`src/include/sram_macros.svh`:
```
`ifndef SRAM_MACROS_SVH
`define SRAM_MACROS_SVH

// burst buffer depth, power of two
`define FIFO_DEPTH 16

`define ADDR_BYTES 2 // 23LC512 takes a 16 bit address
`define DUMMY_BYTES 1 // read bytes dropped before valid data

// command codes, msb first on the wire
`define CMD_QUAD 8'h38 // enter quad io, sent single lane
`define CMD_READ 8'h03 // sequential read
`define CMD_WRITE 8'h02 // sequential write

`endif

```
`src/logic/sram_pkg.sv`:
```
`default_nettype none

package sram_pkg;

	typedef logic [7:0] byte_t; // one data byte
	typedef logic [15:0] addr_t; // sram byte address
	typedef logic [4:0] len_t; // burst length, 1 to 16

	typedef enum logic {
		LANE_SINGLE = 1'b0, // sio0 out, sio1 in
		LANE_QUAD = 1'b1 // all four lanes, nibble wide
	} lane_mode_t;

	// the byte on its way through the shifter
	typedef union packed {
		logic [7:0] bits; // single lane view, bit 7 leaves first
		logic [1:0][3:0] nib; // quad view, nib[1] leaves first
	} shift_word_u;

	typedef enum logic [3:0] {
		S_INIT, // send 0x38 after reset
		S_IDLE, // wait for cmd_req
		S_CMD, // command byte
		S_ADDR, // address bytes, high first
		S_DUMMY, // read turnaround bytes
		S_DATA, // payload bytes
		S_HANGUP, // raise cs
		S_ACK // hold cmd_ack until req drops
	} seq_state_t;

endpackage

`default_nettype wire

```
`src/logic/shift_if.sv`:
```
`timescale 1ns/10ps
`default_nettype none

interface shift_if;
	import sram_pkg::*;

	logic req; // byte request, sequencer side
	logic ack; // byte done, rx valid while high
	lane_mode_t mode; // single or quad for this byte
	logic tx_dir; // 1 drives lanes, 0 listens (quad only)
	shift_word_u tx; // outgoing byte
	shift_word_u rx; // incoming byte
	logic active; // byte in progress, runs the timer

	modport seq (
		output req,
		output mode,
		output tx_dir,
		output tx,
		input ack
	);

	modport shf (
		input req,
		input mode,
		input tx_dir,
		input tx,
		output ack,
		output rx,
		output active
	);

endinterface

`default_nettype wire

```
`src/logic/byte_fifo.sv`:
```
`timescale 1ns/10ps
`default_nettype none
`include "sram_macros.svh"

module byte_fifo #(
	parameter int DEPTH = `FIFO_DEPTH
) (
	input logic clk,
	input logic rst_n,
	input logic push,
	input logic pop,
	input logic clear, // drop everything
	input sram_pkg::byte_t din,
	output sram_pkg::byte_t dout, // head byte, valid while !empty
	output logic full,
	output logic empty
);
	import sram_pkg::*;

	localparam int AW = $clog2(DEPTH);

	byte_t mem [DEPTH];
	logic [AW:0] wptr; // extra msb tells full from empty
	logic [AW:0] rptr;
	logic do_push;
	logic do_pop;

	assign empty = (wptr == rptr);
	assign full = (wptr[AW] != rptr[AW]) && (wptr[AW-1:0] == rptr[AW-1:0]);
	assign do_push = push && !full; // push while full is dropped
	assign do_pop = pop && !empty;
	assign dout = mem[rptr[AW-1:0]]; // first word falls through

	always_ff @(posedge clk) begin
		if (!rst_n || clear) begin
			wptr <= '0;
			rptr <= '0;
		end else begin
			if (do_push)
				wptr <= wptr + 1'b1;
			if (do_pop)
				rptr <= rptr + 1'b1;
		end
	end

	always_ff @(posedge clk) begin
		if (do_push)
			mem[wptr[AW-1:0]] <= din;
	end

endmodule

`default_nettype wire

```
`src/logic/sck_timer.sv`:
```
`timescale 1ns/10ps
`default_nettype none

module sck_timer (
	input logic clk,
	input logic rst_n,
	input logic [15:0] bauddiv, // clocks per quarter sck period, minus one
	input logic run,
	output logic tick, // one clock pulse at the end of each phase
	output logic [1:0] phase // phase that is ending when tick is high
);
	logic [15:0] cnt; // clocks left in this phase

	assign tick = run && (cnt == 16'd0);

	always_ff @(posedge clk) begin
		if (!rst_n) begin
			cnt <= 16'd0;
			phase <= 2'd0;
		end else if (!run) begin
			cnt <= bauddiv; // reload so the first phase is full length
			phase <= 2'd0; // every byte starts at phase 0
		end else if (tick) begin
			cnt <= bauddiv;
			phase <= phase + 2'd1; // wraps 3 -> 0
		end else begin
			cnt <= cnt - 16'd1;
		end
	end

endmodule

`default_nettype wire

```
`src/logic/spi_shifter.sv`:
```
`timescale 1ns/10ps
`default_nettype none

module spi_shifter (
	input logic clk,
	input logic rst_n,
	input logic tick,
	input logic [1:0] phase,
	shift_if.shf sif,
	output logic sck,
	output logic [3:0] sio_out,
	output logic [3:0] sio_oe,
	input logic [3:0] sio_in
);
	import sram_pkg::*;

	shift_word_u sh_reg; // tx bits leave the top, rx bits enter the bottom
	lane_mode_t mode_r; // mode latched for this byte
	logic [3:0] cnt; // bits or nibbles still to go
	logic busy;
	logic load;
	logic last;

	assign load = !busy && sif.req && !sif.ack; // new byte from the sequencer
	assign last = busy && tick && (phase == 2'd3) && (cnt == 4'd1);
	assign sif.active = busy;
	assign sif.rx = sh_reg; // holds the full rx byte once ack is up

	// control side, handshake and pin timing
	always_ff @(posedge clk) begin
		if (!rst_n) begin
			busy <= 1'b0;
			sif.ack <= 1'b0;
			mode_r <= LANE_SINGLE;
			cnt <= 4'd0;
			sck <= 1'b0;
			sio_out <= 4'b0000;
			sio_oe <= 4'b0000;
		end else if (load) begin
			busy <= 1'b1;
			mode_r <= sif.mode;
			cnt <= (sif.mode == LANE_QUAD) ? 4'd2 : 4'd8;
			if (sif.mode == LANE_SINGLE)
				sio_oe <= 4'b0001; // mosi only, miso on sio1
			else
				sio_oe <= sif.tx_dir ? 4'b1111 : 4'b0000;
		end else if (!busy) begin
			if (!sif.req && sif.ack) begin
				sif.ack <= 1'b0; // four phase return to zero
				sio_oe <= 4'b0000; // release lanes between bytes
			end
		end else if (tick) begin
			if (phase == 2'd0) begin
				// lanes valid through phase 1, ahead of the rising edge
				if (mode_r == LANE_QUAD)
					sio_out <= sh_reg.nib[1];
				else
					sio_out <= {3'b000, sh_reg.bits[7]};
			end
			if (phase == 2'd1)
				sck <= 1'b1; // high for phases 2 and 3
			if (phase == 2'd3) begin
				sck <= 1'b0;
				cnt <= cnt - 4'd1;
				if (last) begin
					busy <= 1'b0; // timer stops and reloads
					sif.ack <= 1'b1;
				end
			end
		end
	end

	// data side, load then shift on each sample
	always_ff @(posedge clk) begin
		if (load) begin
			sh_reg <= sif.tx;
		end else if (busy && tick && phase == 2'd3) begin
			if (mode_r == LANE_QUAD)
				sh_reg.nib <= {sh_reg.nib[0], sio_in}; // sample before sck falls
			else
				sh_reg.bits <= {sh_reg.bits[6:0], sio_in[1]};
		end
	end

endmodule

`default_nettype wire

```
`src/logic/spi_sram_ctrl.sv`:
```
`timescale 1ns/10ps
`default_nettype none
`include "sram_macros.svh"

module spi_sram_ctrl (
	input logic clk,
	input logic rst_n,
	input logic [15:0] bauddiv,
	input sram_pkg::byte_t wr_data,
	input logic wr_valid,
	output logic wr_ready,
	output sram_pkg::byte_t rd_data,
	output logic rd_valid,
	input logic rd_pop,
	input logic cmd_req,
	output logic cmd_ack,
	input logic cmd_write,
	input sram_pkg::addr_t cmd_addr,
	input sram_pkg::len_t cmd_len,
	output logic init_done,
	output logic cs_n,
	output logic sck,
	output logic [3:0] sio_out,
	output logic [3:0] sio_oe,
	input logic [3:0] sio_in
);
	import sram_pkg::*;

	logic tick;
	logic [1:0] phase;
	byte_t tx_head; // tx fifo head into the sequencer
	logic tx_full;
	logic tx_empty;
	logic tx_pop;
	logic rx_push;
	logic rx_full;
	logic rx_empty;
	logic fifo_clear;

	shift_if sif ();

	assign wr_ready = !tx_full;
	assign rd_valid = !rx_empty;

	sck_timer i_sck_timer (
		.clk(clk),
		.rst_n(rst_n),
		.bauddiv(bauddiv),
		.run(sif.active), // timer only runs while a byte is shifting
		.tick(tick),
		.phase(phase)
	);

	byte_fifo #(.DEPTH(`FIFO_DEPTH)) tx_fifo (
		.clk(clk),
		.rst_n(rst_n),
		.push(wr_valid),
		.pop(tx_pop),
		.clear(1'b0), // user data survives between bursts
		.din(wr_data),
		.dout(tx_head),
		.full(tx_full),
		.empty(tx_empty)
	);

	byte_fifo #(.DEPTH(`FIFO_DEPTH)) rx_fifo (
		.clk(clk),
		.rst_n(rst_n),
		.push(rx_push),
		.pop(rd_pop),
		.clear(fifo_clear),
		.din(sif.rx.bits),
		.dout(rd_data),
		.full(rx_full),
		.empty(rx_empty)
	);

	spi_shifter i_spi_shifter (
		.clk(clk),
		.rst_n(rst_n),
		.tick(tick),
		.phase(phase),
		.sif(sif),
		.sck(sck),
		.sio_out(sio_out),
		.sio_oe(sio_oe),
		.sio_in(sio_in)
	);

	sram_sequencer i_sram_sequencer (
		.clk(clk),
		.rst_n(rst_n),
		.cmd_req(cmd_req),
		.cmd_ack(cmd_ack),
		.cmd_write(cmd_write),
		.cmd_addr(cmd_addr),
		.cmd_len(cmd_len),
		.tx_data(tx_head),
		.tx_empty(tx_empty),
		.tx_pop(tx_pop),
		.rx_push(rx_push),
		.rx_full(rx_full),
		.fifo_clear(fifo_clear),
		.cs_n(cs_n),
		.init_done(init_done),
		.sif(sif)
	);

endmodule

`default_nettype wire

```
`src/logic/sram_sequencer.sv`:
```
`timescale 1ns/10ps
`default_nettype none
`include "sram_macros.svh"

module sram_sequencer (
	input logic clk,
	input logic rst_n,
	input logic cmd_req,
	output logic cmd_ack,
	input logic cmd_write, // 1 write burst, 0 read burst
	input sram_pkg::addr_t cmd_addr,
	input sram_pkg::len_t cmd_len,
	input sram_pkg::byte_t tx_data, // head of the tx fifo
	input logic tx_empty,
	output logic tx_pop,
	output logic rx_push,
	input logic rx_full,
	output logic fifo_clear, // empties the rx fifo before a read
	output logic cs_n,
	output logic init_done,
	shift_if.seq sif
);
	import sram_pkg::*;

	localparam int AW = $bits(addr_t);

	seq_state_t state;
	logic wr_r; // burst direction
	addr_t addr_r; // shifts left one byte per address byte sent
	len_t len_r;
	len_t data_cnt; // payload bytes finished
	logic [1:0] idx; // address or dummy bytes left, minus one
	logic hs_idle; // nothing in flight, shifter ack back low
	logic byte_done;
	logic data_left;

	assign hs_idle = !sif.req && !sif.ack;
	assign byte_done = sif.req && sif.ack;
	assign data_left = (data_cnt != len_r);

	// pop comes with the request, fifo head goes straight into tx
	assign tx_pop = (state == S_DATA) && wr_r && hs_idle && data_left && !tx_empty;
	// rx byte is stable while ack is high
	assign rx_push = (state == S_DATA) && !wr_r && byte_done;

	always_ff @(posedge clk) begin
		if (!rst_n) begin
			state <= S_INIT;
			sif.req <= 1'b0;
			cs_n <= 1'b1;
			init_done <= 1'b0;
			cmd_ack <= 1'b0;
			fifo_clear <= 1'b0;
			data_cnt <= '0;
			idx <= 2'd0;
		end else begin
			fifo_clear <= 1'b0;
			if (byte_done)
				sif.req <= 1'b0; // drop req as soon as ack shows
			case (state)
				S_INIT: begin
					if (hs_idle) begin
						cs_n <= 1'b0;
						sif.req <= 1'b1;
					end else if (byte_done) begin
						state <= S_HANGUP;
					end
				end
				S_IDLE: begin
					if (cmd_req) begin
						cs_n <= 1'b0;
						fifo_clear <= !cmd_write;
						data_cnt <= '0;
						state <= S_CMD;
					end
				end
				S_CMD: begin
					if (hs_idle) begin
						sif.req <= 1'b1;
					end else if (byte_done) begin
						idx <= 2'(`ADDR_BYTES - 1);
						state <= S_ADDR;
					end
				end
				S_ADDR: begin
					if (hs_idle) begin
						sif.req <= 1'b1;
					end else if (byte_done) begin
						if (idx != 2'd0) begin
							idx <= idx - 2'd1;
						end else if (wr_r) begin
							state <= S_DATA; // writes have no turnaround
						end else begin
							idx <= 2'(`DUMMY_BYTES - 1);
							state <= S_DUMMY;
						end
					end
				end
				S_DUMMY: begin
					if (hs_idle) begin
						sif.req <= 1'b1;
					end else if (byte_done) begin
						if (idx != 2'd0)
							idx <= idx - 2'd1;
						else
							state <= S_DATA; // dummy rx byte is dropped
					end
				end
				S_DATA: begin
					if (byte_done) begin
						data_cnt <= data_cnt + 1'b1;
					end else if (hs_idle) begin
						if (!data_left || (wr_r && tx_empty))
							state <= S_HANGUP; // short write when fifo runs dry
						else if (wr_r || !rx_full)
							sif.req <= 1'b1; // full rx fifo stalls here, cs held low
					end
				end
				S_HANGUP: begin
					cs_n <= 1'b1;
					if (!init_done) begin
						init_done <= 1'b1; // quad mode entered, no user ack
						state <= S_IDLE;
					end else begin
						state <= S_ACK;
					end
				end
				S_ACK: begin
					cmd_ack <= 1'b1; // one clock after cs rose
					if (cmd_ack && !cmd_req) begin
						cmd_ack <= 1'b0;
						state <= S_IDLE;
					end
				end
				default: state <= S_IDLE;
			endcase
		end
	end

	// burst parameters and the byte offered to the shifter
	always_ff @(posedge clk) begin
		if (state == S_IDLE && cmd_req) begin
			wr_r <= cmd_write;
			addr_r <= cmd_addr;
			len_r <= cmd_len;
		end else if (state == S_ADDR && byte_done) begin
			addr_r <= addr_r << 8; // next byte to the top
		end
		if (hs_idle) begin
			case (state)
				S_INIT: begin
					sif.tx.bits <= `CMD_QUAD;
					sif.mode <= LANE_SINGLE; // part still in spi mode here
					sif.tx_dir <= 1'b1;
				end
				S_CMD: begin
					sif.tx.bits <= wr_r ? `CMD_WRITE : `CMD_READ;
					sif.mode <= LANE_QUAD;
					sif.tx_dir <= 1'b1;
				end
				S_ADDR: begin
					sif.tx.bits <= addr_r[AW-1 -: 8];
					sif.mode <= LANE_QUAD;
					sif.tx_dir <= 1'b1;
				end
				S_DUMMY: begin
					sif.tx.bits <= 8'h00;
					sif.mode <= LANE_QUAD;
					sif.tx_dir <= 1'b0; // turnaround, sram takes the lanes
				end
				S_DATA: begin
					sif.tx.bits <= wr_r ? tx_data : 8'h00;
					sif.mode <= LANE_QUAD;
					sif.tx_dir <= wr_r;
				end
				default: ;
			endcase
		end
	end

endmodule

`default_nettype wire

```
`config.mk`:
```
export PLATFORM = sky130hd
export DESIGN_NAME = spi_sram_ctrl
export DESIGN_NICKNAME = d
export VERILOG_FILES = /design/src/logic/sram_pkg.sv /design/src/logic/shift_if.sv /design/src/logic/byte_fifo.sv /design/src/logic/sck_timer.sv /design/src/logic/spi_shifter.sv /design/src/logic/spi_sram_ctrl.sv /design/src/logic/sram_sequencer.sv
export VERILOG_INCLUDE_DIRS = /design/src /design/src/include
export SDC_FILE = /design/constraint.sdc
export NUM_CORES = 1
export LEC_CHECK = 0
export BUFFER_PORTS_ARGS = -buffer_cell sky130_fd_sc_hd__buf_2
export CELL_PAD_IN_SITES_DETAIL_PLACEMENT = 1
export CELL_PAD_IN_SITES_GLOBAL_PLACEMENT = 2
export CORE_MARGIN = 3
export CORE_UTILIZATION = 40
export DETAILED_ROUTE_END_ITERATION = 10
export HOLD_SLACK_MARGIN = 0.03
export PLACE_DENSITY = 0.79
export SLEW_MARGIN = 20
export SYNTH_ARGS = -nofsm -noshare
export SYNTH_HDL_FRONTEND = slang
export SYNTH_SLANG_ARGS = --single-unit
export TNS_END_PERCENT = 50
```
`constraint.sdc`:
```
create_clock -name clk -period 5 [get_ports clk]
set_input_delay 0.75 -clock clk [delete_from_list [all_inputs] [get_ports clk]]
set_output_delay 0.75 -clock clk [all_outputs]
set_load 0.03 [all_outputs]
```
**Yosys cells after proc, flatten, opt, wreduce, memory -nomap -nowiden**

Memory sizes are Yosys's and may differ from the RTL's. A register that Yosys moved wholly into a read port is not among the register bits.
Index checks and enable logic that the tools add are counted.
W data, S select, Z words.

- Register bits after elaboration: 110
- Bits in latches: 0
- Bits in writable memories: 256
- Bits in read-only memories: 0
- Output and inout bits: 22
- Logic and storage cells: 240
- Memories: 2

Memory list:

| memory | words | width | read ports | clocked after Yosys merged registers in | wr ports | RTL line | RTL |
|---|---|---|---|---|---|---|---|
| rx_fifo.mem | 16 | 8 | 1 | 1 | 1 | byte_fifo.sv:22 | `byte_t mem [DEPTH];` |
| tx_fifo.mem | 16 | 8 | 1 | 1 | 1 | byte_fifo.sv:22 |  |

- Add/sub/neg operators: 9
- $mul: 0
- Div/mod/pow operators: 0
- Magnitude comparators: 0
- Eq/ne operators: 40
- Shift operators: 0
- Mux-type cells: 85
- Bitwise gates (word level): 1
- Reduce and logical (&&, ||, !) cells: 75

Operators by type and width:

| cell | count |
|---|---|
| $mux W4 | 30 |
| $mux W16 | 4 |
| $pmux W8 S5 | 1 |
| $mux W8 | 4 |
| $pmux W4 S8 | 1 |
| $mux W1 | 27 |
| $add A5 B1 Y5 const B | 5 |
| $logic_and A1 B1 Y1 | 25 |
| $ne A2 B2 Y1 const B | 12 |
| $reduce_bool A2 Y1 | 11 |
| $ne A2 B1 Y1 const B | 10 |
| $mux W2 | 9 |
| $eq A4 B3 Y1 const B | 4 |
| $logic_not A16 Y1 | 1 |
| $sub A16 B1 Y16 const B | 1 |
| $reduce_and A15 Y1 | 1 |
| $logic_not A1 Y1 | 12 |
| $reduce_and A3 Y1 | 4 |
| $eq A5 B5 Y1 | 2 |
| $mux W5 | 2 |
| $pmux W5 S2 | 1 |
| $reduce_and A2 Y1 | 5 |
| $reduce_and A9 Y1 | 1 |
| $reduce_bool A3 Y1 | 3 |
| other kinds (24) | 34 |

**Longest topological paths before layout**

- Word-level depth: 10
- Depth in mapped cells: 9
- Depth with buffers taken out: 7

**Cells and area by module**

A second synthesis with hierarchy kept.

- Cells, all modules: 1,009
- Area, all modules: 16,144.2 um2

By module, submodules not included:

| module | times used | cells an instance | area an instance (um2) | sequential area each (um2) |
|---|---|---|---|---|
| byte_fifo | 2 | 283 | 5,839.4 | 4,124.0 |
| sram_sequencer | 1 | 216 | 2,296.0 | 1,261.2 |
| spi_shifter | 1 | 111 | 1,097.3 | 520.5 |
| sck_timer | 1 | 113 | 1,061.0 | 360.3 |
| spi_sram_ctrl | 1 | 3 | 11.3 | 0.0 |

**Worst setup path before layout**

Ideal clock, no wire load.

- Kind: register to register
- Start: register i_sram_sequencer.state[0]
- End: register i_sram_sequencer.addr_r[0], enable pin
- Setup time: 0.411 ns
- Data arrival time: 2.088 ns
- Data required time: 4.589 ns
- Slack: 2.501 ns
- Stages on the path, launching flop included: 5
- Buffers on the path: 1
- Period minus slack after synthesis: 2.499 ns
- Cells stage by stage: dfxtp_1 -> buf_2 -> inv_2 -> or3_1 -> o21ai_0

- Longest elaborated chain between the ends: 3
- Elaborated cells between the ends (all ways): 5

Ends and longest elaborated chain:

| element | RTL line | RTL |
|---|---|---|
| start, declared | sram_sequencer.sv:27 | `seq_state_t state;` |
| start signal, assigned | sram_sequencer.sv:48 | `state <= S_INIT;` |
| start signal, assigned | sram_sequencer.sv:66 | `state <= S_HANGUP;` |
| start signal, assigned | sram_sequencer.sv:74 | `state <= S_CMD;` |
| $eq A4 B2 Y1 / $eq A4 B1 Y1 (equally long branches) | sram_sequencer.sv:146, sram_sequencer.sv:142 |  |
| $logic_and A1 B1 Y1 (on tied branches) | sram_sequencer.sv:146, sram_sequencer.sv:142 |  |
| $reduce_bool A2 Y1 (no source line) * | n/a |  |
| end signal, assigned | sram_sequencer.sv:144 | `addr_r <= cmd_addr;` |
| end signal, assigned | sram_sequencer.sv:147 | `addr_r <= addr_r << 8;` |
| end, declared | sram_sequencer.sv:29 | `addr_t addr_r;` |

Mark *: on every way between the ends. The rest lies on a longest branch, timed or not.
A chain may end at the register's enable or synchronous reset.

==> metrics.txt <==
status complete, no violations; Largest stage delay, worst path 0.75 ns; core area 38,000 sq um; delay-heaviest family, CP multiplexers; mean post-synth cell area 15.5 sq um; Most Crowded Layer GR met2; crit path time final 3.37 ns; Routability Congestion 0.802; pre-CTS setup slack 1.78 ns; RR Startpoint i_sram_sequencer.state[2]; # hold bufs at CTS 0; Worst Setup Start Kind register; global-route wire length before repair 56,600 um; fmax 0.296 GHz; complex-gate fraction of the synthesized area 5.35%; total CTS buffers 41; YS warnings 0; DR vias/cell 5.34; Setup Buffers After CTS 0; worst setup margin 1.63 ns; share of layout cells above drive strength 1 23.3%; area grow syn2layout 14.7%; GR Overflow Total 0; ant diodes 0; Final ANT Viol Nets 0; cell mode on critical path mux4_2; met2 GRT Util 30.5%; Slew @ Worst Pin 1.07 ns; clk buf depth 3; WP buf/inv 1; register area share after synthesis 66.8%; Synth top area share 57.1%; initial core utilization 40.9%; Initial DRC Count 548; Die Wd 203 um; setup slack, reg-to-reg 1.92 ns; RSZ-0062 raised after global routing no; Relative slew margins 28.3%; setup TNS 0 ns; final wirelength 36,200 um; Chip Height 203 um; post-synthesis cell type count 76; port bufs 76; top_reg_cell synth edfxtp_1; R2R cell count 4; leakage power 5.88 nW; Row Count 71; Worst VDD drop 0.324 mV; routed wire length per instance 22.3 um; initial antenna violation count 0; CP Class register to output pin; Final HPWL DP 24,500 um; main combinational cell family by area after synthesis multiplexers; Post-Synth Adder-Cell Area 1.69%; Layout Nets 1,158; via count 8,661; DR pass1 iterations 4; Yosys reg bits 371; Crit path required time 4.25 ns; Max Slew Vio Count 0; count leader, synth edfxtp_1; post-CTS resize count 0; max cap viols 0; crit path max fanout 32; Cells after Synth 1,003; power per cell area 414 nW/um^2; vias in the first global route 9,280; GR Layer Usage met1 24.2%; Hold Startpoint cmd_len[1]; # H-tree levels 2; Hold Vio Cnt, Final 0; worst r2r dst rx_fifo.mem[0][7]; Fin Clk Skew 0.0190 ns; largest net degree at the start of global routing 47; CTS tree yes; Worst Path Arrival 2.62 ns; simple-gate share of the synthesized area 8.67%; Remaining DRCs 0; die footprint 41,300 sq um; latest clock arrival within the worst-skew pair 0.56 ns; Hold Crit Depth 1; element type at the critical path end output pin; Post-Synth XOR/XNOR Area 2.42%; hold path endpoint i_sram_sequencer.len_r[1]; Root Buffer clkbuf_16; synth top area cells edfxtp_1 57%, mux4_2 10%, dfxtp_1 9.7%; period utilization 67.5%; slowest CP cell dfxtp_4; clock sinks 371; io pins 77; Worst-path clk slew 0.06 ns; top cell type by total area after synthesis edfxtp_1; global-route usage over all layers 17.9%; Netlist Area Pre-Place 15,600 sq um; Synth top cells by count 296 x edfxtp_1, 75 x dfxtp_1, 73 x nand2_1, 72 x mux4_2, 61 x nor2_1; fillcell total 3,771; number of flops mapped to enable cells by yosys 296; mux contribution to synthesized area 12.9%; Hold Path Class input port to register; ys async rst share 0%; Finish-stage setup viols 0; Syn Nets 1,079; CP cell instances mux4_2, mux4_2, buf_2; met3 GRT Util 3.19%
metal layers:
layer	up-vias	share of wire (%)
li1	4021	-
met1	4430	45
met2	166	49
met3	44	3.7
met4	0	1.9
met5	-	0
worst max path at each step:
stage | start | endpoint | slack [ns] | cells past startpoint
floorplan | i_sram_sequencer.state[0] | i_sram_sequencer.addr_r[0] | 2.50 | 4
global placement | register | rd_data[6] | 1.89 | 3
detailed placement | register | rd_data[6] | 1.78 | 3
CTS | register | rd_data[6] | 1.18 | 3
global route | register | rd_data[6] | 1.48 | 3
finish | register | rd_data[6] | 1.63 | 3
cells in the final DEF, fill, tap and decap left out, types with 21 or more instances in the layout:
cell and instances:
mux4_2 72, nand3_1 24, mux2i_1 33, ha_1 21, dfxtp_1 73, clkbuf_16 41, edfxtp_1 296, nor2_1 59
a21oi_1 27, buf_2 76, nand2_1 73, xnor2_1 25
flip-flops by register name, indices dropped and copies added (netlist names), 2 cells and up, named ones only:
name	cells
i_sram_sequencer.idx	2
rx_fifo.wptr	5
tx_fifo.rptr	5
i_spi_shifter.sif.rx	8
tx_fifo.mem	128
rx_fifo.rptr	5
i_spi_shifter.sio_out	4
i_sram_sequencer.len_r	5
i_sram_sequencer.addr_r	16
i_spi_shifter.sio_oe	2
i_spi_shifter.cnt	4
i_sck_timer.cnt	16
i_sram_sequencer.data_cnt	5
i_sram_sequencer.state	3
i_sck_timer.phase	2
i_sram_sequencer.sif.tx	8
rx_fifo.mem	128
tx_fifo.wptr	5
per-stage QoR:
step	area (sq um)	hold WS [ns]	utilization [%]	instances	total power [mW]
after global placement	16400	0.465	43.2	1550	4.30
after CTS	17800	0.331	46.9	1623	7.47
after detailed placement	16400	0.487	43.2	1550	4.32
after floorplan	15600	0.448	-	1003	4.09
final	17800	0.365	46.9	1623	7.39
after global routing	17800	0.338	46.9	1623	7.69
area by class of cell:
| type | count | area, sq um | area share, % |
|---|---|---|---|
| Sequential cell | 371 | 10400 | 58.3 |
| Timing Repair Buffer | 88 | 470 | 2.64 |
| Tap cell | 511 | 639 | 3.58 |
| Multi-Input combinational cell | 557 | 4840 | 27.2 |
| Clock buffer | 54 | 1090 | 6.14 |
| Clock inverter | 19 | 307 | 1.72 |
| Inverter | 23 | 86.3 | 0.484 |
report_power, final:
group / internal (mW) / leakage, nW / switching (mW)
combinational: 0.198 / 1.92 / 0.343
clock: 1.91 / 0.672 / 1.23
sequential: 3.53 / 3.29 / 0.175
cells by family after synthesis:
family	after synthesis
AO/OA/AOI/OAI	123
multiplexers	110
adder cells (fa/ha/maj)	21
flip-flops	371
buffers and inverters	75
AND/OR/NAND/NOR	260
XOR/XNOR	43
(Power assumes the default switching activity.)
